`config.mk`:
```
export PLATFORM = sky130hd
export DESIGN_NAME = issue_latch
export DESIGN_NICKNAME = d
export VERILOG_FILES = /design/src/rtl/fwd_pkg.sv /design/src/rtl/issue_latch.sv
export SDC_FILE = /design/constraint.sdc
export NUM_CORES = 1
export LEC_CHECK = 0
export BUFFER_PORTS_ARGS = -buffer_cell sky130_fd_sc_hd__buf_2
export CAP_MARGIN = 25
export CORE_UTILIZATION = 40
export DETAILED_ROUTE_END_ITERATION = 8
export PLACE_DENSITY = 0.77
export SLEW_MARGIN = 20
export SYNTH_ARGS = -nofsm -noshare
export SYNTH_HDL_FRONTEND = slang
export SYNTH_SLANG_ARGS = --single-unit
```
`constraint.sdc`:
```
create_clock -name clock -period 0.8 [get_ports clock]
set_input_delay 0 -clock clock [delete_from_list [all_inputs] [get_ports clock]]
set_output_delay 0 -clock clock [all_outputs]
set_load 0.01 [all_outputs]
```
`src/rtl/fwd_pkg.sv`:
```
`default_nettype none

package fwd_pkg;

	// ====================
	// Widths and tap counts
	localparam int REG_ADDR_W = 7; // 128 registers.
	localparam int DATA_W     = 128;
	localparam int UNIT_ID_W  = 4;
	localparam int EVEN_TAPS  = 6; // Stages 3..7 and write-back.
	localparam int ODD_TAPS   = 5; // Stages 4..7 and write-back.

	// ====================
	// Opcodes and producing units
	typedef enum logic [7:0] {
		NOP_EXEC      = 8'h01,
		NOP_LOAD      = 8'h02,
		ADD_WORD      = 8'h10, // Even pipe.
		SUB_WORD      = 8'h11,
		AND_WORD      = 8'h12,
		SHIFT_LEFT    = 8'h13,
		COUNT_ONES    = 8'h14,
		FP_ADD        = 8'h20,
		FP_MUL_DOUBLE = 8'h21,
		LOAD_QUAD     = 8'h40, // Odd pipe.
		STORE_QUAD    = 8'h41,
		SHUFFLE_BYTES = 8'h50,
		ROTATE_QUAD   = 8'h51,
		BRANCH_REL    = 8'h60
	} opcode_e;

	typedef enum logic [UNIT_ID_W-1:0] {
		UNIT_NONE    = 4'd0,
		UNIT_FX1     = 4'd1,
		UNIT_FX2     = 4'd2,
		UNIT_FP      = 4'd3,
		UNIT_FP_LONG = 4'd4,
		UNIT_BYTE    = 4'd5,
		UNIT_PERM    = 4'd6,
		UNIT_LS      = 4'd7,
		UNIT_BRANCH  = 4'd8
	} unit_id_e;

	// ====================
	// Result readiness by tap
	function automatic logic even_tap_ready(input int tap, input unit_id_e uid);
		logic short_ok;
		logic ready;
		short_ok = (uid == UNIT_FX1) || (uid == UNIT_FX2) || (uid == UNIT_BYTE);
		case (tap)
			0:       ready = (uid == UNIT_FX1); // Stage 3.
			1, 2, 3: ready = short_ok;
			4:       ready = short_ok || (uid == UNIT_FP);
			5:       ready = short_ok || (uid == UNIT_FP) || (uid == UNIT_FP_LONG);
			default: ready = 1'b0;
		endcase
		return ready;
	endfunction

	function automatic logic odd_tap_ready(input int tap, input unit_id_e uid);
		logic ready;
		case (tap)
			0, 1, 2: ready = (uid == UNIT_PERM); // Loads land at stage 7.
			3, 4:    ready = (uid == UNIT_PERM) || (uid == UNIT_LS);
			default: ready = 1'b0;
		endcase
		return ready;
	endfunction

endpackage

`default_nettype wire

```
`src/rtl/issue_latch.sv`:
```
`default_nettype none

module issue_latch #(
	parameter fwd_pkg::opcode_e NOP_OPCODE = fwd_pkg::NOP_EXEC
) (
	input  wire                            clock,
	input  wire                            rst_n,
	input  wire                            flush,

	input  wire fwd_pkg::opcode_e          opcode,
	input  wire [fwd_pkg::REG_ADDR_W-1:0]  ra_addr,
	input  wire [fwd_pkg::REG_ADDR_W-1:0]  rb_addr,
	input  wire [fwd_pkg::REG_ADDR_W-1:0]  rc_addr,
	input  wire [fwd_pkg::REG_ADDR_W-1:0]  rt_addr,
	input  wire                            wr_en_rt,

	output fwd_pkg::opcode_e               opcode_q,
	output logic [fwd_pkg::REG_ADDR_W-1:0] ra_addr_q,
	output logic [fwd_pkg::REG_ADDR_W-1:0] rb_addr_q,
	output logic [fwd_pkg::REG_ADDR_W-1:0] rc_addr_q,
	output logic [fwd_pkg::REG_ADDR_W-1:0] rt_addr_q,
	output logic                           wr_en_rt_q
);

	always_ff @(posedge clock or negedge rst_n) begin
		if (!rst_n) begin
			opcode_q   <= NOP_OPCODE;
			ra_addr_q  <= '0;
			rb_addr_q  <= '0;
			rc_addr_q  <= '0;
			rt_addr_q  <= '0;
			wr_en_rt_q <= 1'b0;
		end else if (flush) begin
			opcode_q   <= NOP_OPCODE; // Squash to the slot's no-op.
			ra_addr_q  <= '0;
			rb_addr_q  <= '0;
			rc_addr_q  <= '0;
			rt_addr_q  <= '0;
			wr_en_rt_q <= 1'b0;
		end else begin
			opcode_q   <= opcode;
			ra_addr_q  <= ra_addr;
			rb_addr_q  <= rb_addr;
			rc_addr_q  <= rc_addr;
			rt_addr_q  <= rt_addr;
			wr_en_rt_q <= wr_en_rt;
		end
	end

	// ====================
	// A flushed slot must never write its target.
	flush_kills_write: assert property (
		@(posedge clock) disable iff (!rst_n)
		flush |=> !wr_en_rt_q
	) else $error("issue_latch: wr_en_rt_q high in the cycle after flush");

endmodule

`default_nettype wire

```
# Yosys cells after proc, flatten, opt, wreduce, memory -nomap -nowiden
# Index checks and enable logic that the tools add are counted.
dict set report op_classes {
  mux 6
}
# cell count
set op_table {}
lappend op_table {{2-to-1 mux 7 bit} 4}
lappend op_table {{2-to-1 mux 8 bit} 1}
lappend op_table {{2-to-1 mux 1 bit} 1}
dict set report word_totals {
  register_bits 37
  in_bits 40
  output_inout_bits 37
  wordCells 12
}

# Logic depth before layout (Yosys ltp)
dict set report depth {
  depth_word 1
  depth_mapped 2
  ltp_nobuf 1
}

# Worst setup path after synthesis
# Ideal clock, no wire load.
dict set report synth_path {
  kind {register to output}
  start {register opcode_q[0]}
  end {output port opcode_q[0]}
  t_arrival_ns 0.520
  required_ns 0.800
  setup_slack_ns 0.280
  stages_incl_launch_ff 1
  path_buffers 0
  path_cell_list {dfstp_2}
}
# element line_no
set synth_lines {}
lappend synth_lines {{from (decl)} issue_latch.sv:17} ;# output fwd_pkg::opcode_e opcode_q,
lappend synth_lines {{from (signal assigned)} issue_latch.sv:41} ;# opcode_q <= opcode;
# No word-level cell between the ends.

# Worst setup path after layout
dict set report layout_path {
  start {register opcode_q[0]}
  end {output port opcode_q[0]}
}
# No word-level cell between the ends.

==> qor.tcl <==
set qor(root_buffer) {clkbuf_4}
set qor(cp.arrival_ps) 960
set qor(type_of_element_launching_the_critical_path) {flip-flop}
set qor(final_cell_area_um2) 2090
set qor(synth_cell_types) 7
set qor(final_period_minus_worst_setup_slack_ps) 957
set qor(slew_viol_final) 0
set qor(status) {complete, but fails checks}
set qor(wl_final_mm) 3.31
set qor(slowest_delay_ps) 540
set qor(grt-ovfl-total) 0
set qor(failing_checks) {setup timing}
set qor(hold_path_depth) 3
set qor(post-place-ws_ps) 174
set qor(synth_sequential_area_ratio_pct) 78.2
set qor(initial_utilization_pct) 42.6
set qor(synthesis.yosys.warnings) 0
set qor(critPathBufInv) 1
set qor(gp_congestion) 0.652
set qor(drv_cap) 0
set qor(route.detailed.drc) 0
set qor(antenna_found_initial) 0
set qor(drtAntennaViolNets) 0
set qor(antennaDiodeCount) 0
set qor(min_path_type) {in2reg}
set qor(clkSlewWorstSetupHoldPaths_ps) 100
set qor(setup_repair_after_global_routing_missed_its_margin) {true}
set qor(grt_util_all_layers_pct) 23.2
set qor(setup_slack_after_layout_ps) -157
set qor(dpl-instance-area_um2) 1630
set qor(top_level_i_o_count) 77
set qor(fin_cells) 231
set qor(worst_pin_slew_ps) 191
set qor(final_nets) 240
set qor(largest_net_degree_at_the_start_of_global_routing) 38
set qor(pwr_density_cell_nw_per_um2) 1680
set qor(layout_worst_path_cycle_share_pct) 120
set qor(min_from) {flush}
set qor(drt-pass1-iter-count) 3
set qor(leakage_uw) 0.00111
set qor(cts_setup_buffers) 0
set qor(setup.worst_path.end_class) {output pin}
set qor(dieArea_um2) 3190
set qor(tritoncts_num_sinks) 37
set qor(report.final.setup_viol) 37
set qor(dp.cells) 184
set qor(wl_per_cell_um) 14.3
set qor(final_layout_size_suffix_gt1_share_pct) 43.0
set qor(area_growth_pct) 76.6
set qor(via_count_of_the_first_global_routing_pass) 1107
set qor(hold_path_end) {rt_addr_q[3]}
set qor(timing.fmax_mhz) 1040
set qor(hold_viol_final) 0
set qor(die_h_um) 56.5
set qor(design.core.area_um2) 2780
set qor(critPathSlowestCell) {dfstp_2}
set qor(row_count) 19
set qor(synth_largest_area_cell) {dfrtp_1}
set qor(numPortBuffers) 76
set qor(timing.max_slew.rel_slack_pct) 87.3
set qor(max-vdd-ir-drop_uv) 1780
set qor(syn_area_um2) 1190
set qor(critPathMaxFanout) 1
set qor(synthesis.area_per_instance_um2) 15.4
set qor(cts_buffers) 5
set qor(drtIter0Drc) 30
set qor(cp_cell_sequence) {buf_6}
set qor(share_of_the_synthesized_area_in_the_top_cell_type_pct) 75.9
set qor(ys_ff_latch) 37
set qor(ys_top_cells_by_area) {dfrtp_1 76%, nor2b_1 18%, dfstp_2 2.2%, buf_4 1.3%, buf_6 0.95%}
set qor(detail_routed_via_count_per_cell) 4.42
set qor(chipWidth_um) 56.5
set qor(worstSetupPathType) {reg2out}
set qor(syn_inst) 77
set qor(cts-root-to-sink-buffers) 2
set qor(grt_pass1_wl_mm) 5.26
set qor(path_delay_family) {flip-flops}
set qor(syn-num-nets) 117
set qor(cp.required_ps) 800
set qor(h_tree_depth) 2
set qor(cts_tree) {done}
set qor(via_count) 1020
flip-flops by register name, indices dropped and copies added (netlist names):
register and count:
rt_addr_q 7, rc_addr_q 7, wr_en_rt_q 1, opcode_q 8
ra_addr_q 7, rb_addr_q 7
worst max-delay path by stage:
stage	start	to	slack (ps)	depth (start not counted)
5_1_grt	opcode_q[0]	opcode_q[0]	-200	1
3_3_place_gp	flush	opcode_q[0]	180	3
2_1_floorplan	opcode_q[0]	opcode_q[0]	280	0
4_1_cts	opcode_q[0]	opcode_q[0]	-180	1
6_report	opcode_q[0]	opcode_q[0]	-160	1
3_5_place_dp	flush	opcode_q[0]	170	3
per-stage QoR:
step | util (%) | total power, µW | TNS (ps) | hold WS [ps]
6_report | 75.3 | 3530 | -1610 | 44.3
5_1_grt | 75.3 | 3700 | -3290 | 41.2
2_1_floorplan | - | 2170 | 0 | -296
3_5_place_dp | 58.5 | 2420 | 0 | -21.8
3_3_place_gp | 58.5 | 2400 | 0 | -31.9
4_1_cts | 75.1 | 3530 | -1960 | 22.1
what timing repair did:
action | CTS | global route
hold buffers | 40 | 0
hold endpoints to repair | 74 | 0
setup endpoints to repair | 37 | 37
gates resized for setup | 1 | 1
cells in the final DEF, fill, tap and decap left out, drive strengths merged:
master / count
clkbuf: 7
dfrtp: 36
dfstp: 1
nor2b: 35
dlygate4sd3: 40
or2: 1
buf: 79
and2b: 1
cell type report:
type / instances / area [µm²]
fill: 185 / 687
timing repair buffer: 119 / 841
sequential: 37 / 927
tap: 31 / 38.8
clock buffer: 7 / 55.1
multi-input combinational: 37 / 233
synth_stat cells, drive strengths merged:
| master | instances |
|---|---|
| and2b | 1 |
| dfstp | 1 |
| or2 | 1 |
| buf | 3 |
| nor2b | 35 |
| dfrtp | 36 |
layer usage:
metal	share of wire [%]	up-vias	GRT usage, %
met2	52	50	38.5
met1	38	489	26.6
met5	0	-	0
met4	1.5	0	9.06
met3	8.5	7	9.45
li1	-	474	-
logic make-up (layout without fill, tap and decap cells):
family | after synthesis | after routing | share of synthesized area [%]
and+or+nand+nor | 37 | 37 | 19.6
DFF | 37 | 37 | 78.2
buffers and inverters | 3 | 126 | 2.21
report_power, final:
part           internal [µW]  leakage (µW)  switching [µW]  total [µW]
Combinational            333      0.000607             231         564
Clock                    415     0.0000314             556         971
Sequential              1960      0.000475            28.2        1990
Total                   2710       0.00111             815        3530
Note: power is estimated with default switching activity, not from simulation.
