===== config.mk =====
export PLATFORM = sky130hd
export DESIGN_NAME = fwd_tap_qualify
export DESIGN_NICKNAME = d
export VERILOG_FILES = /design/src/rtl/fwd_pkg.sv /design/src/rtl/fwd_tap_qualify.sv
export SDC_FILE = /design/constraint.sdc
export NUM_CORES = 1
export LEC_CHECK = 0
export ABC_AREA = 1
export BUFFER_PORTS_ARGS = -buffer_cell sky130_fd_sc_hd__clkbuf_2
export CORE_AREA = 2 2 39 41
export DETAILED_ROUTE_END_ITERATION = 6
export DIE_AREA = 0 0 41 43
export PLACE_DENSITY = 0.72
export SYNTH_ARGS = -nofsm -noshare
export SYNTH_HDL_FRONTEND = slang
export SYNTH_SLANG_ARGS = --single-unit
export TNS_END_PERCENT = 30

===== constraint.sdc =====
create_clock -name vclk -period 0.8
set_input_delay 0.16 -clock vclk [all_inputs]
set_output_delay 0.16 -clock vclk [all_outputs]
set_load 0.01 [all_outputs]

===== src/rtl/fwd_pkg.sv =====
`default_nettype none

package fwd_pkg;

	// ====================
	// Widths and tap counts
	localparam int REG_ADDR_W = 7; // 128 registers.
	localparam int DATA_W     = 128;
	localparam int UNIT_ID_W  = 4;
	localparam int EVEN_TAPS  = 6; // Stages 3..7 and write-back.
	localparam int ODD_TAPS   = 5; // Stages 4..7 and write-back.

	// ====================
	// Opcodes and producing units
	typedef enum logic [7:0] {
		NOP_EXEC      = 8'h01,
		NOP_LOAD      = 8'h02,
		ADD_WORD      = 8'h10, // Even pipe.
		SUB_WORD      = 8'h11,
		AND_WORD      = 8'h12,
		SHIFT_LEFT    = 8'h13,
		COUNT_ONES    = 8'h14,
		FP_ADD        = 8'h20,
		FP_MUL_DOUBLE = 8'h21,
		LOAD_QUAD     = 8'h40, // Odd pipe.
		STORE_QUAD    = 8'h41,
		SHUFFLE_BYTES = 8'h50,
		ROTATE_QUAD   = 8'h51,
		BRANCH_REL    = 8'h60
	} opcode_e;

	typedef enum logic [UNIT_ID_W-1:0] {
		UNIT_NONE    = 4'd0,
		UNIT_FX1     = 4'd1,
		UNIT_FX2     = 4'd2,
		UNIT_FP      = 4'd3,
		UNIT_FP_LONG = 4'd4,
		UNIT_BYTE    = 4'd5,
		UNIT_PERM    = 4'd6,
		UNIT_LS      = 4'd7,
		UNIT_BRANCH  = 4'd8
	} unit_id_e;

	// ====================
	// Result readiness by tap
	function automatic logic even_tap_ready(input int tap, input unit_id_e uid);
		logic short_ok;
		logic ready;
		short_ok = (uid == UNIT_FX1) || (uid == UNIT_FX2) || (uid == UNIT_BYTE);
		case (tap)
			0:       ready = (uid == UNIT_FX1); // Stage 3.
			1, 2, 3: ready = short_ok;
			4:       ready = short_ok || (uid == UNIT_FP);
			5:       ready = short_ok || (uid == UNIT_FP) || (uid == UNIT_FP_LONG);
			default: ready = 1'b0;
		endcase
		return ready;
	endfunction

	function automatic logic odd_tap_ready(input int tap, input unit_id_e uid);
		logic ready;
		case (tap)
			0, 1, 2: ready = (uid == UNIT_PERM); // Loads land at stage 7.
			3, 4:    ready = (uid == UNIT_PERM) || (uid == UNIT_LS);
			default: ready = 1'b0;
		endcase
		return ready;
	endfunction

endpackage

`default_nettype wire


===== src/rtl/fwd_tap_qualify.sv =====
`default_nettype none

module fwd_tap_qualify (
	input  wire fwd_pkg::unit_id_e [fwd_pkg::EVEN_TAPS-1:0] even_tap_uid,
	input  wire [fwd_pkg::EVEN_TAPS-1:0]                    even_tap_wr_en,
	input  wire fwd_pkg::unit_id_e [fwd_pkg::ODD_TAPS-1:0]  odd_tap_uid,
	input  wire [fwd_pkg::ODD_TAPS-1:0]                     odd_tap_wr_en,

	output logic [fwd_pkg::EVEN_TAPS-1:0]                   even_live,
	output logic [fwd_pkg::ODD_TAPS-1:0]                    odd_live
);

	// ====================
	// Even pipe, index 0 is stage 3.
	always_comb begin
		for (int i = 0; i < fwd_pkg::EVEN_TAPS; i++) begin
			even_live[i] = even_tap_wr_en[i] &&
				fwd_pkg::even_tap_ready(i, even_tap_uid[i]);
		end
	end

	// ====================
	// Odd pipe, index 0 is stage 4.
	always_comb begin
		for (int i = 0; i < fwd_pkg::ODD_TAPS; i++) begin
			odd_live[i] = odd_tap_wr_en[i] &&
				fwd_pkg::odd_tap_ready(i, odd_tap_uid[i]);
		end
	end

	// An empty slot in the pipe carries no result to forward.
	always_comb begin
		for (int i = 0; i < fwd_pkg::EVEN_TAPS; i++) begin
			even_none_dead: assert (!(even_live[i] &&
				(even_tap_uid[i] == fwd_pkg::UNIT_NONE)))
				else $error("fwd_tap_qualify: even tap %0d live with UNIT_NONE", i);
		end
		for (int i = 0; i < fwd_pkg::ODD_TAPS; i++) begin
			odd_none_dead: assert (!(odd_live[i] &&
				(odd_tap_uid[i] == fwd_pkg::UNIT_NONE)))
				else $error("fwd_tap_qualify: odd tap %0d live with UNIT_NONE", i);
		end
	end

endmodule

`default_nettype wire


Yosys cells after proc, flatten, opt, wreduce, memory -nomap -nowiden
Index checks and enable logic that the tools add are counted.
{ "totals": {"elab_cells": 52, "regBits": 0, "output_inout_bits": 11, "inputBits": 55} }
{ "op_classes": {"eq_ne": 26, "n_reduce_logical": 26} }
{ "op_table": {"columns": ["cell", "count"], "rows": [
  ["== test 4 x 3 -> 1 bit (second input constant)", 13],
  ["== test 4 x 2 -> 1 bit (second input constant)", 7],
  ["== test 4 x 1 -> 1 bit (second input constant)", 6],
  ["logical OR 1 bit", 15],
  ["logical AND 1 bit", 11]
]} }

Longest topological paths before layout
{ "logic_depth": {"depth_word": 6, "mapped_depth": 4} }

Least setup slack after synthesis
No wires, ideal clock.
{ "synth_path": {"kind": "input port to output port", "start": "input odd_tap_wr_en[0] in the netlist's numbering", "end": "output odd_live[0] in the netlist's numbering", "path_buffers": 0, "path_slack_ns": 0.151, "cell_stages": 2, "t_arrival_ns": 0.489, "cell_sequence": "nand2_1 -> nor3_1"} }
{ "synth_via": {"elab_chain_len": 1} }
{ "synth_lines": {"columns": ["item", "line_no", "source"], "rows": [
  ["from (decl)", "fwd_tap_qualify.sv:7", "input wire [fwd_pkg::ODD_TAPS-1:0] odd_tap_wr_en,"],
  ["logical AND 1 bit", "fwd_tap_qualify.sv:26", "odd_live[i] = odd_tap_wr_en[i] &&"],
  ["to (decl)", "fwd_tap_qualify.sv:10", "output logic [fwd_pkg::ODD_TAPS-1:0] odd_live"]
]} }
Every way passes these cells.

Worst setup path in the final report
{ "layout_path": {"start": "input even_tap_uid[2] in the netlist's numbering", "end": "output even_live[0] in the netlist's numbering"} }
{ "layout_via": {"elab_chain_len": 2} }
{ "layout_lines": {"columns": ["item", "line_no", "source"], "rows": [
  ["from (decl)", "fwd_tap_qualify.sv:4", "input wire fwd_pkg::unit_id_e [fwd_pkg::EVEN_TAPS-1:0] even_tap_uid,"],
  ["== test 4 x 1 -> 1 bit", "fwd_pkg.sv:51", "0: ready = (uid == UNIT_FX1);"],
  ["logical AND 1 bit", "fwd_tap_qualify.sv:17", "even_live[i] = even_tap_wr_en[i] &&"],
  ["to (decl)", "fwd_tap_qualify.sv:9", "output logic [fwd_pkg::EVEN_TAPS-1:0] even_live,"]
]} }
Every way passes these cells.

==> metrics.md <==
| Metric | Value |
|---|---|
| Critical Path, Cell by Cell | clkbuf_2, nor2_2, nand2_1, nor2_1, buf_2 |
| All-Layer GR Usage | under 10% |
| Initial core utilization | approximately 16% |
| CP Capture Type | output pin |
| Buf+Inv Stages, Crit Path | 2 |
| Slowest-stage cell, CP | buf_2 |
| Worst Setup EP | even_live[0] |
| LEAKAGE | around 0.42 nW |
| Postcts setup bufs | 0 |
| Synth Instances | a little over 50 |
| Pwr Density | approximately 380 mW/mm^2 |
| Wire length per cell | just under 7 um |
| Worst-path fanout max | 1 |
| Pin count of the biggest net entering global routing | 3 |
| F_max | 1.34 GHz |
| Crit path DAT | between 0.5 and 0.6 ns |
| Max VDD drop | ~140 uV |
| Slew Viols, Final | 0 |
| Area of the core | roughly 0.0014 mm^2 |
| Final worst-path cycle share | 93.6% |
| Die height | 43 um |
| Cell taking the most area after synthesis | nand2_1 |
| Worst hold-check path type | input port to output pin |
| Avg Inst Size Synth | 4.42 um^2 |
| Drt total wl | around 900 um |
| Hold-fix buffers at CTS | 0 |
| Initial antenna violation count | 0 |
| Synth cell count leaders | 16 x nand2_1, 13 x inv_1, 9 x nor2_1 |
| Seq cells | 0 |
| Number of global-route vias before repair | 400 |
| Synth unique cells | 8 |
| Via density per instance | 4.00 |
| Via Count | between 500 and 600 |
| Final Non-Filler Cells | between 100 and 150 |
| FF/Latch Area | 0 um^2 |
| Detailed Routing Iterations Pass 1 | 4 |
| Final core utilization | a little over two fifths |
| Start point of the critical path | even_tap_uid[2] |
| Placer Congestion | 0.646 |
| CP required | about 0.64 ns |
| Synth warn | 0 |
| Post-synthesis xor/xnor area fraction | 0% |
| DP Worst Slack | roughly 0.022 ns |
| Largest family of logic cells by synthesized area | simple AND/OR/NAND/NOR gates |
| Final ANT Viol Nets | 0 |
| Slowest Stage Delay on Critical Path | approximately 0.13 ns |
| Post-layout worst setup margin | 0.0513 ns |
| Antenna Cells | 0 |
| DRC viols | 0 |
| Setup Crit Path Kind | input port to output pin |
| Buffers on Ports | between 60 and 70 |
| Hold Violations, Final | 0 |
| Worst slew pin tran | between 0.1 and 0.15 ns |
| Post-synthesis sequential area ratio | 0% |
| FP Rows | 14 |
| Max_cap viols | 0 |
| Worst rel slew slack | about nine tenths |
| Layout cell share with drive strength beyond 1 | between 60% and 70% |
| Post-synthesis compound-gate area fraction | 6.67% |
| Most common cell in the netlist | nand2_1 |
| Worst path depth | 5 |
| Status | complete, no violations |
| HPWL after DPL | roughly 860 um |
| Die boundary width | just over 40 um |
| Die ar. | ~0.0018 mm^2 |
| P&R area growth vs syn | 166% |
| Io pins | 66 |
| Adder-Cell Fraction of Synth Area | 0% |
| Placed cells | around 130 |
| Clock buffers | 0 |
| # setup viols final | 0 |
| Critical path launch point type | input port |
| Final #Nets | 172 |
| Post-layout minimum cycle time | 0.749 ns |
| Mux contribution to synthesized area | 0% |
| Top Family by Delay on Critical Path | buffers and inverters |
| Mapped Area | 225 um^2 |
| Global-route wire length before repair | about 1.2 mm |
| RSZ-0062 raised after global routing | yes |
| Top cells by area, synth | nand2_1 27%, inv_1 22%, nor2_1 15%, nor3b_2 11%, nand3_1 8.9% |
| Simple-gate share of the synthesized area | between 70% and 80% |
| Top cell type's share of synthesized area | around a quarter |
| Syn_nets | approximately 110 |
| Grt total ovfl | 0 |
| DRC marker count from the first detailed-route iteration | 1 |
-- metal layers --
layer	track usage (%)	part of all wire, %
met1	6.96	29
met4	0.667	0
met5	0	0
met2	19.4	58
met3	1.05	14
-- how the worst min path moves through the flow --
| stage | start | cells after the start | end |
|---|---|---|---|
| detailed placement | odd_tap_uid[11] | 3 | odd_live[2] |
| global route | odd_tap_uid[15] | 3 | odd_live[3] |
| global placement | odd_tap_uid[3] | 3 | odd_live[0] |
| CTS | odd_tap_uid[11] | 3 | odd_live[2] |
| floorplan | odd_tap_uid[15] | 1 | odd_live[3] |
| finish | odd_tap_uid[15] | 3 | odd_live[3] |
-- power breakdown --
| part | total (W) | internal [W] | switching, W |
|---|---|---|---|
| Clock | 0 | 0 | 0 |
| Sequential | 0 | 0 | 0 |
| Combinational | 0.000226 | 0.000139 | 0.0000873 |
-- placed cells by master, fill, tap and decap left out --
| cell type | instances |
|---|---|
| nand3_1 | 4 |
| buf_2 | 9 |
| nor2_2 | 1 |
| nand2_2 | 1 |
| inv_1 | 12 |
| clkbuf_2 | 53 |
| buf_6 | 2 |
| nor3b_2 | 2 |
| nand3b_1 | 1 |
| inv_2 | 1 |
| nor2_1 | 8 |
| nand2_1 | 15 |
| a21oi_1 | 3 |
| nor3_2 | 3 |
-- area by class of cell --
| type | instances | area, um^2 |
|---|---|---|
| fillers | 149 | 786 |
| repair buffers | 64 | 333 |
| multi-input cells | 38 | 196 |
| inverters | 13 | 48.8 |
| well taps | 16 | 20.0 |
-- through the flow --
stage                     hold slack, ns  TNS (ns)   power, W  instance area (um^2)
after floorplan                    0.353         0  0.0000664                   225
after global placement             0.547         0   0.000207                   566
after detailed placement           0.546         0   0.000215                   566
after global routing               0.564   -0.0372   0.000259                   598
after CTS                          0.549         0   0.000216                   566
final                              0.552         0   0.000226                   598
-- worst min-delay path: stages --
cell	delay, ns
clkbuf_2	0.08
nor3b_2	0.03
clkbuf_2	0.12
-- kinds of logic after synthesis --
kind of cell / Yosys count
buf+inv: 13
compound gates: 3
simple gates: 35
-- what timing repair did --
item | 4_1_cts | 5_1_grt
hold endpoints to repair | 0 | 0
gates resized for setup | 0 | 17
endpoints found under the setup margin | 0 | 9
No activity file was read; power rests on OpenSTA's default activity.
