`config.mk`:
```
export PLATFORM = sky130hd
export DESIGN_NAME = operand_bypass_mux
export DESIGN_NICKNAME = d
export VERILOG_FILES = /design/src/rtl/fwd_pkg.sv /design/src/rtl/operand_bypass_mux.sv
export SDC_FILE = /design/constraint.sdc
export NUM_CORES = 1
export LEC_CHECK = 0
export BUFFER_PORTS_ARGS = -buffer_cell sky130_fd_sc_hd__buf_2
export CORE_AREA = 2 2 690 692
export DETAILED_ROUTE_END_ITERATION = 10
export DIE_AREA = 0 0 692 694
export PLACE_DENSITY = 0.3
export SYNTH_ARGS = -nofsm -noshare
export SYNTH_HDL_FRONTEND = slang
export SYNTH_SLANG_ARGS = --single-unit
```
`constraint.sdc`:
```
create_clock -name vclk -period 3.2
set_clock_uncertainty 0.15 [all_clocks]
set_input_delay 0.16 -clock vclk [all_inputs]
set_output_delay 0.16 -clock vclk [all_outputs]
set_load 0.05 [all_outputs]
```
`src/rtl/fwd_pkg.sv`:
```
`default_nettype none

package fwd_pkg;

	// ====================
	// Widths and tap counts
	localparam int REG_ADDR_W = 7; // 128 registers.
	localparam int DATA_W     = 128;
	localparam int UNIT_ID_W  = 4;
	localparam int EVEN_TAPS  = 6; // Stages 3..7 and write-back.
	localparam int ODD_TAPS   = 5; // Stages 4..7 and write-back.

	// ====================
	// Opcodes and producing units
	typedef enum logic [7:0] {
		NOP_EXEC      = 8'h01,
		NOP_LOAD      = 8'h02,
		ADD_WORD      = 8'h10, // Even pipe.
		SUB_WORD      = 8'h11,
		AND_WORD      = 8'h12,
		SHIFT_LEFT    = 8'h13,
		COUNT_ONES    = 8'h14,
		FP_ADD        = 8'h20,
		FP_MUL_DOUBLE = 8'h21,
		LOAD_QUAD     = 8'h40, // Odd pipe.
		STORE_QUAD    = 8'h41,
		SHUFFLE_BYTES = 8'h50,
		ROTATE_QUAD   = 8'h51,
		BRANCH_REL    = 8'h60
	} opcode_e;

	typedef enum logic [UNIT_ID_W-1:0] {
		UNIT_NONE    = 4'd0,
		UNIT_FX1     = 4'd1,
		UNIT_FX2     = 4'd2,
		UNIT_FP      = 4'd3,
		UNIT_FP_LONG = 4'd4,
		UNIT_BYTE    = 4'd5,
		UNIT_PERM    = 4'd6,
		UNIT_LS      = 4'd7,
		UNIT_BRANCH  = 4'd8
	} unit_id_e;

	// ====================
	// Result readiness by tap
	function automatic logic even_tap_ready(input int tap, input unit_id_e uid);
		logic short_ok;
		logic ready;
		short_ok = (uid == UNIT_FX1) || (uid == UNIT_FX2) || (uid == UNIT_BYTE);
		case (tap)
			0:       ready = (uid == UNIT_FX1); // Stage 3.
			1, 2, 3: ready = short_ok;
			4:       ready = short_ok || (uid == UNIT_FP);
			5:       ready = short_ok || (uid == UNIT_FP) || (uid == UNIT_FP_LONG);
			default: ready = 1'b0;
		endcase
		return ready;
	endfunction

	function automatic logic odd_tap_ready(input int tap, input unit_id_e uid);
		logic ready;
		case (tap)
			0, 1, 2: ready = (uid == UNIT_PERM); // Loads land at stage 7.
			3, 4:    ready = (uid == UNIT_PERM) || (uid == UNIT_LS);
			default: ready = 1'b0;
		endcase
		return ready;
	endfunction

endpackage

`default_nettype wire

```
`src/rtl/operand_bypass_mux.sv`:
```
`default_nettype none

module operand_bypass_mux #(
	parameter int DATA_W = fwd_pkg::DATA_W
) (
	input  wire [fwd_pkg::REG_ADDR_W-1:0]                         src_addr,

	input  wire [fwd_pkg::EVEN_TAPS-1:0]                          even_live,
	input  wire [fwd_pkg::ODD_TAPS-1:0]                           odd_live,
	input  wire [fwd_pkg::EVEN_TAPS-1:0][fwd_pkg::REG_ADDR_W-1:0] even_tap_addr,
	input  wire [fwd_pkg::ODD_TAPS-1:0][fwd_pkg::REG_ADDR_W-1:0]  odd_tap_addr,
	input  wire [fwd_pkg::EVEN_TAPS-1:0][DATA_W-1:0]              even_tap_data,
	input  wire [fwd_pkg::ODD_TAPS-1:0][DATA_W-1:0]               odd_tap_data,
	input  wire [DATA_W-1:0]                                      rf_data,

	output logic [DATA_W-1:0]                                     operand
);

	logic [fwd_pkg::EVEN_TAPS-1:0] even_hit;
	logic [fwd_pkg::ODD_TAPS-1:0]  odd_hit;

	// Address compare only, eligibility comes in with the live bits.
	always_comb begin
		for (int i = 0; i < fwd_pkg::EVEN_TAPS; i++) begin
			even_hit[i] = even_live[i] && (even_tap_addr[i] == src_addr);
		end
		for (int i = 0; i < fwd_pkg::ODD_TAPS; i++) begin
			odd_hit[i] = odd_live[i] && (odd_tap_addr[i] == src_addr);
		end
	end

	// ====================
	// Walk from lowest priority up so the last hit taken wins.
	// Order is rf, odd oldest..youngest, even oldest..youngest.
	always_comb begin
		operand = rf_data;
		for (int i = fwd_pkg::ODD_TAPS - 1; i >= 0; i--) begin
			if (odd_hit[i]) begin
				operand = odd_tap_data[i];
			end
		end
		for (int i = fwd_pkg::EVEN_TAPS - 1; i >= 0; i--) begin
			if (even_hit[i]) begin
				operand = even_tap_data[i]; // Youngest even result overrides all.
			end
		end
	end

endmodule

`default_nettype wire

```
; ---- Word-level counts from Yosys, hierarchy flattened
; Cells that the tools add are included.
[word_totals]
wordCells = 33
regBits = 0
in_bits = 1631
output_inout_bits = 128
[op_classes]
n_reduce_logical = 11
n_eq_ne = 11
mux = 11
[op_table]
columns = cell, count
row1 = $mux 128, 11
row2 = $eq 7x7->1, 11
row3 = $logic_and 1x1->1, 11

; ---- Longest topological paths before layout
; Gate-level depths: netlist (run 1).
[depth]
word_depth = 13
ltp_mapped = 12

; ---- Worst setup path before layout (run 1)
; No wires, ideal clock.
[synth_timing]
kind = input to output
from = in src_addr[3] (netlist name)
to = out operand[24]
path_buffers = 4
t_arrival_ps = 3036
path_slack_ps = -146
required_ps = 2890
cell_stages = 11
cell_sequence = buf_4 xor2_1 nor4_1 and2_1 buf_2 clkbuf_1 buf_1 a221oi_1 nor3_1 nor3_1 o21ai_0
[synth_between]
elab_chain_cells = 13
word_cells_on_any_way = 33
classes_between = eq/ne (11) / mux (11) / reduce/logical (11)
[synth_rtl]
columns = item, line
row1 = start: declaration, operand_bypass_mux.sv:6  ; input wire [fwd_pkg::REG_ADDR_W-1:0] src_addr,
row2 = $eq 7x7->1, operand_bypass_mux.sv:28  ; odd_hit[i] = odd_live[i] && (odd_tap_addr[i] == src_addr);
row3 = $logic_and 1x1->1, operand_bypass_mux.sv:28
row4 = $mux 128 (5 in a row), operand_bypass_mux.sv:38  ; if (odd_hit[i]) begin
row5 = $mux 128 (5 in a row), operand_bypass_mux.sv:43  ; if (even_hit[i]) begin
row6 = $mux 128 (*), operand_bypass_mux.sv:43
row7 = end: declaration, operand_bypass_mux.sv:16  ; output logic [DATA_W-1:0] operand
; Mark *: on every way between the ends. The rest lies on a longest branch, timed or not.

; ---- Worst setup path after layout (run 1)
[layout_timing]
from = in src_addr[2] (netlist name)
to = out operand[56]
; Same word-level chain as after synthesis.

==> impl_metrics.tcl, run 1 <==
set metrics [dict create \
    grt_pass1_wl_um 436000 \
    setup_viol 128 \
    path_class "in -> out" \
    antenna_found_initial 245 \
    min_period_over_period_pct 127 \
    intPower_mw 2.34 \
    use_met3_pct 4.55 \
    synth_warnings 0 \
    final.min_clock_period_ns 4.05 \
    crit_fanout 8 \
    power_leakage_nw 18.7 \
    grt_use_met1_pct 17.9 \
    port_buffers 1759 \
    yosys-top-cells-area "nor2_1 (16%), o21ai_0 (13%), a221o_1 (13%)" \
    status "finished with violations" \
    dp_hpwl_um 335000 \
    clock_buffers 0 \
    power_mw 5.17 \
    post-synth-top-area-cell "nor2_1" \
    p_comb_share_pct 100.0 \
    core_area_mm2 0.473 \
    vias 33412 \
    hp-class "in -> out" \
    drive_gt1_share_pct 64.3 \
    netlist_instances 2472 \
    fin_ws_ns -0.850 \
    ys_seq_area_share_pct 0 \
    areaGrowthSynthToFinish_pct 232 \
    pwr-share-seq_pct 0 \
    end_kind "output pin" \
    finalInstanceArea_mm2 0.0456 \
    syn_nets 4103 \
    netlist.area_leader.share_pct 16.1 \
    rsz0062_at_grt "true" \
    ff_latch_area_um2 0 \
    synth_area_mm2 0.0137 \
    vias_per_cell 2.95 \
    firstDrtPassIters 5 \
    wl_per_cell_um 32.7 \
    switching_share_pct 54.8 \
    top_usage_layer "met2" \
    drc 0 \
    grt_use_total_pct 14.4 \
    whs_path_depth 4 \
    pre_cts_ws_ns -1.82 \
    start_util_pct 2.90 \
    die_y_um 694 \
    nNetsFinal 6553 \
    gp_congestion 0.987 \
    num_rows 253 \
    overflow 0 \
    grt_max_degree 43 \
    placed_area_mm2 0.0392 \
    clkPwrFrac_pct 0 \
    slew_violations 0 \
    synth.distinct_cells 38 \
    tightest_slew_ns 0.907 \
    flops_and_latches 0 \
    p_switching_mw 2.84 \
    wirelength_um 371000 \
    fin_tns_setup_ns -54.09 \
    synth_area_per_cell_um2 5.56 \
    worstPathArrival_ns 3.74 \
    io_pins 1759 \
    dr.first_iter.drc_count 3045 \
    finalNonFillerCells 11320 \
    met2_usage_pct 24.2 \
    ir_drop_uv 81.1 \
    grt_pass1_vias 33361 \
    hold_viol_final 0 \
    dpl.cell_count 10997 \
    ant_nets 0 \
    dieArea_mm2 0.480 \
    drv_cap 0 \
    violations "negative setup slack" \
    relSlewSlack_pct 39.5 \
    p_per_area_mw_per_mm2 113 \
    die_w_um 692 \
    maxClockFrequency_ghz 0.247 \
    critPathLaunchType "primary input" \
    cp.required_ns 2.89 \
]
-- cells in the mapped netlist (9+ instances only) --
master      n
nand4_1    22
buf_6       9
xnor2_1    63
nand3_1    12
o41ai_2    25
nand2_1   279
a21oi_1    73
nor2_1    591
a311oi_2   30
xor2_1     14
a221o_1   177
o21ai_1    30
o21ai_0   356
clkbuf_1  247
buf_1      10
nor3_1    243
buf_2      22
a311oi_1  104
a221oi_1  121
-- per-layer routing --
layer | up-vias | wire length [µm]
met4 | 108 | 11500
li1 | 14462 | -
met5 | - | 732
met3 | 493 | 34200
met2 | 1986 | 172000
met1 | 16363 | 152000
-- final cells by class --
type	count	area, µm²
Fill cell	55783	428000
Timing Repair Buffer	2738	21500
Multi-Input combinational cell	2181	16000
Tap cell	6247	7820
Antenna cell	153	383
Inverter	1	3.75
-- cells by family after synthesis --
kind of cell,Yosys count,share of synthesized area [%]
and+or+nand+nor,1169,35.2
AOI/OAI and AO/OA,935,51.2
buffers and inverters,291,8.69
xor gates and xnor gates,77,4.91
-- power groups by stage --
stage | logic, mW | clock network, mW | registers, mW
detailed placement | 4.72 | 0 | 0
CTS | 5.08 | 0 | 0
global placement | 4.74 | 0 | 0
finish | 5.17 | 0.00000652 | 0
global route | 5.42 | 0.00000265 | 0
floorplan | 1.18 | 0 | 0
-- worst paths after layout --
kind | start | endpoint
worst max-delay path | src_addr[2] | operand[56]
worst min-delay path | even_tap_data[48] | operand[48]
-- critical path: stages --
cell,delay [ns]
buf_16,0.13
buf_8,0.15
xnor2_1,0.13
and4_4,0.16
and2_4,0.16
or4_4,0.55
buf_4,0.17
buf_12,0.14
buf_16,0.16
buf_16,0.20
a311oi_4,0.65
nor3_4,0.12
o21ai_4,0.41
buf_6,0.17
buf_12,0.13
-- stage by stage --
stage / hold WS, ns / utilization, %
2_1_floorplan: 0.455 / -
3_3_place_gp: 0.584 / 8.26
3_5_place_dp: 0.581 / 8.29
4_1_cts: 0.585 / 9.00
5_1_grt: 0.600 / 9.60
6_report: 0.580 / 9.65
-- what timing repair did --
item / in CTS / in global routing
pin swaps: 79 / 160
hold buffers: 0 / 0
setup buffers: 70 / 105
gates cloned: 6 / 7
setup endpoints to repair: 128 / 128
gates resized for setup: 481 / 351
-- layout by cell type (no fill, tap or decap), types with 14 or more instances in the layout --
master,count
a311oi_2,34
nand2_1,264
o41ai_2,14
nor3_4,33
a311oi_1,19
o21ai_1,57
nor3_1,137
buf_4,641
buf_12,275
a21oi_1,73
a221o_1,177
buf_16,22
a311oi_4,81
diode_2,153
xnor2_1,52
o21ai_4,17
nand4_1,22
buf_6,128
buf_8,27
o21ai_0,237
buf_2,1624
o21ai_2,75
a221oi_1,96
nor3_2,73
clkbuf_16,17
nor2_1,580
a221oi_2,19
No activity file was read; power rests on OpenSTA's default activity.
==> run 2: changes to the inputs <==
--- a/config.mk
+++ b/config.mk
@@ -7,4 +7,5 @@
 export LEC_CHECK = 0
 export BUFFER_PORTS_ARGS = -buffer_cell sky130_fd_sc_hd__buf_2
+export CAP_MARGIN = 10
 export CORE_AREA = 2 2 690 692
 export DETAILED_ROUTE_END_ITERATION = 10
==> constraint.sdc (replaced) <==
create_clock -name vclk -period 3.2
set_clock_uncertainty 0.15 [all_clocks]
set_input_delay 0.32 -clock vclk [all_inputs]
set_output_delay 0.32 -clock vclk [all_outputs]
set_load 0.05 [all_outputs]
==> run 2 against run 1 <==
The run still ends with negative setup slack left. Die area unchanged. Combinational power up 1%. Final area up 3.6%. First-iteration DRC count up 4.2%. Critical path type unchanged. Highest routed layer unchanged.
==> impl_metrics.tcl, run 2 (synthesis gave the netlist of run 1 again) <==
set metrics [dict create \
    clock_buffers 0 \
    cpMostUsedCell "buf_12" \
    die_w_um 692 \
    power_leakage_nw 19.0 \
    cp.required_ns 2.73 \
    switching_share_pct 55.8 \
    crit_slowest_cell "a311oi_4" \
    hp-class "in -> out" \
    ir_drop_uv 80.0 \
    crit_fanout 29 \
    fin_ws_ns -0.837 \
    die_y_um 694 \
    finalInstanceArea_mm2 0.0473 \
    ctsHoldBuffers 0 \
    start_util_pct 2.90 \
    mostFrequentLayoutCells "buf_2 (1624), buf_4 (597), nor2_1 (516)" \
    critPathTopFamily "compound AO/OA/AOI/OAI gates" \
    pwr-share-seq_pct 0 \
    overflow 0 \
    areaGrowthSynthToFinish_pct 244 \
    grt_pass1_vias 33388 \
    dr.first_iter.drc_count 3173 \
    antenna_found_initial 281 \
    critPathLaunchType "primary input" \
    violations "negative setup slack" \
    cp-startpoint "src_addr[1]" \
    num_rows 253 \
    power_mw 5.22 \
    final.min_clock_period_ns 4.04 \
    worst-path-stages 12 \
    dp_hpwl_um 337000 \
    hold_viol_final 0 \
    drive_gt1_share_pct 68.6 \
    crit_buf_inv 5 \
    drc 0 \
    grt_pass1_wl_um 446000 \
    grt_use_total_pct 14.8 \
    slowest_delay_ns 0.61 \
    port_buffers 1759 \
    clkPwrFrac_pct 0 \
    gp_congestion 0.907 \
    nNetsFinal 6538 \
    intPower_mw 2.31 \
    vias_per_cell 3.00 \
    flops_and_latches 0 \
    multiInputGateArea_mm2 0.0178 \
    path_class "in -> out" \
    setup_viol 128 \
    io_pins 1759 \
    min_period_over_period_pct 126 \
    grt_max_degree 57 \
    worstPathArrival_ns 3.57 \
    drv_cap 0 \
    slew_violations 0 \
    p_per_area_mw_per_mm2 110 \
    ant_nets 0 \
    p_comb_share_pct 100.0 \
    firstDrtPassIters 8 \
    endpoint "operand[61]" \
    nFillCells 55624 \
    end_kind "output pin" \
    relSlewSlack_pct 43.1 \
    dieArea_mm2 0.480 \
    wl_per_cell_um 33.8 \
    wirelength_um 380000 \
    worstPathCellList "buf_12 > xnor2_4 > buf_4 > nand4_1 > o22ai_2 > or4_4 > buf_12 > buf_6 > a311oi_4 > nor3_2 > o21ai_4 > buf_12" \
    final_common_cell "buf_2" \
    vias 33780 \
    ff_latch_area_um2 0 \
    hold_slack_ns 0.911 \
    status "finished with violations" \
    core_area_mm2 0.473 \
    rsz0062_at_grt "true" \
    tightest_slew_ns 0.848 \
    maxClockFrequency_ghz 0.248 \
    p_switching_mw 2.91 \
    placed_area_mm2 0.0392 \
]
==> run 2: timing repair <==
action,in CTS,in global routing
setup endpoints to repair,128,128
gates cloned,13,10
resized for setup,789,338
pin swaps,159,170
setup buffers,128,89
==> run 2: layer usage <==
metal / wire [µm] / GRT usage, % / up-vias
met3: 32700 / 4.47 / 541
li1: - / - / 14362
met4: 9420 / 2.35 / 132
met2: 178000 / 25.0 / 2091
met5: 861 / 0 / -
met1: 159000 / 18.6 / 16654
==> run 2: worst min-delay path by stage <==
stage	start	to	slack, ns	cells after the start
after CTS	even_tap_data[108]	operand[108]	0.91	4
after detailed placement	even_tap_data[108]	operand[108]	0.90	4
after global routing	even_tap_data[11]	operand[11]	0.94	4
after global placement	even_tap_data[108]	operand[108]	0.91	4
after floorplan	even_tap_data[105]	operand[105]	0.77	2
final	even_tap_data[108]	operand[108]	0.91	4
==> run 2: metrics by stage <==
| stage | setup WS [ns] | TNS (ns) | util [%] | std cells |
|---|---|---|---|---|
| after floorplan | -0.0879 | -0.0879 | - | 2472 |
| final | -0.837 | -66.51 | 9.99 | 11244 |
| after CTS | -0.831 | -73.95 | 9.44 | 11082 |
| after detailed placement | -2.02 | -130.86 | 8.28 | 10963 |
| after global routing | -0.817 | -75.34 | 9.96 | 11192 |
| after global placement | -2.01 | -139.72 | 8.26 | 10957 |
==> run 2: worst min-delay path: cells and delay by family <==
kind / cells / cell delay [ns]
buffers and inverters: 2 / 0.22
AOI/OAI and AO/OA: 2 / 0.19
==> run 2: power by group through the flow <==
stage                     Clock [mW]  Combinational (mW)  Sequential, mW
final                     0.00000357                5.22               0
after global routing      0.00000168                5.44               0
after CTS                          0                5.15               0
after detailed placement           0                4.69               0
after global placement             0                4.72               0
after floorplan                    0                1.27               0
==> run 2: cell type report <==
class                           count  area share, %
Antenna cell                       92          0.487
Inverter                            1        0.00794
Multi-Input combinational cell   2181           37.7
Tap cell                         6247           16.5
Timing Repair Buffer             2723           45.3
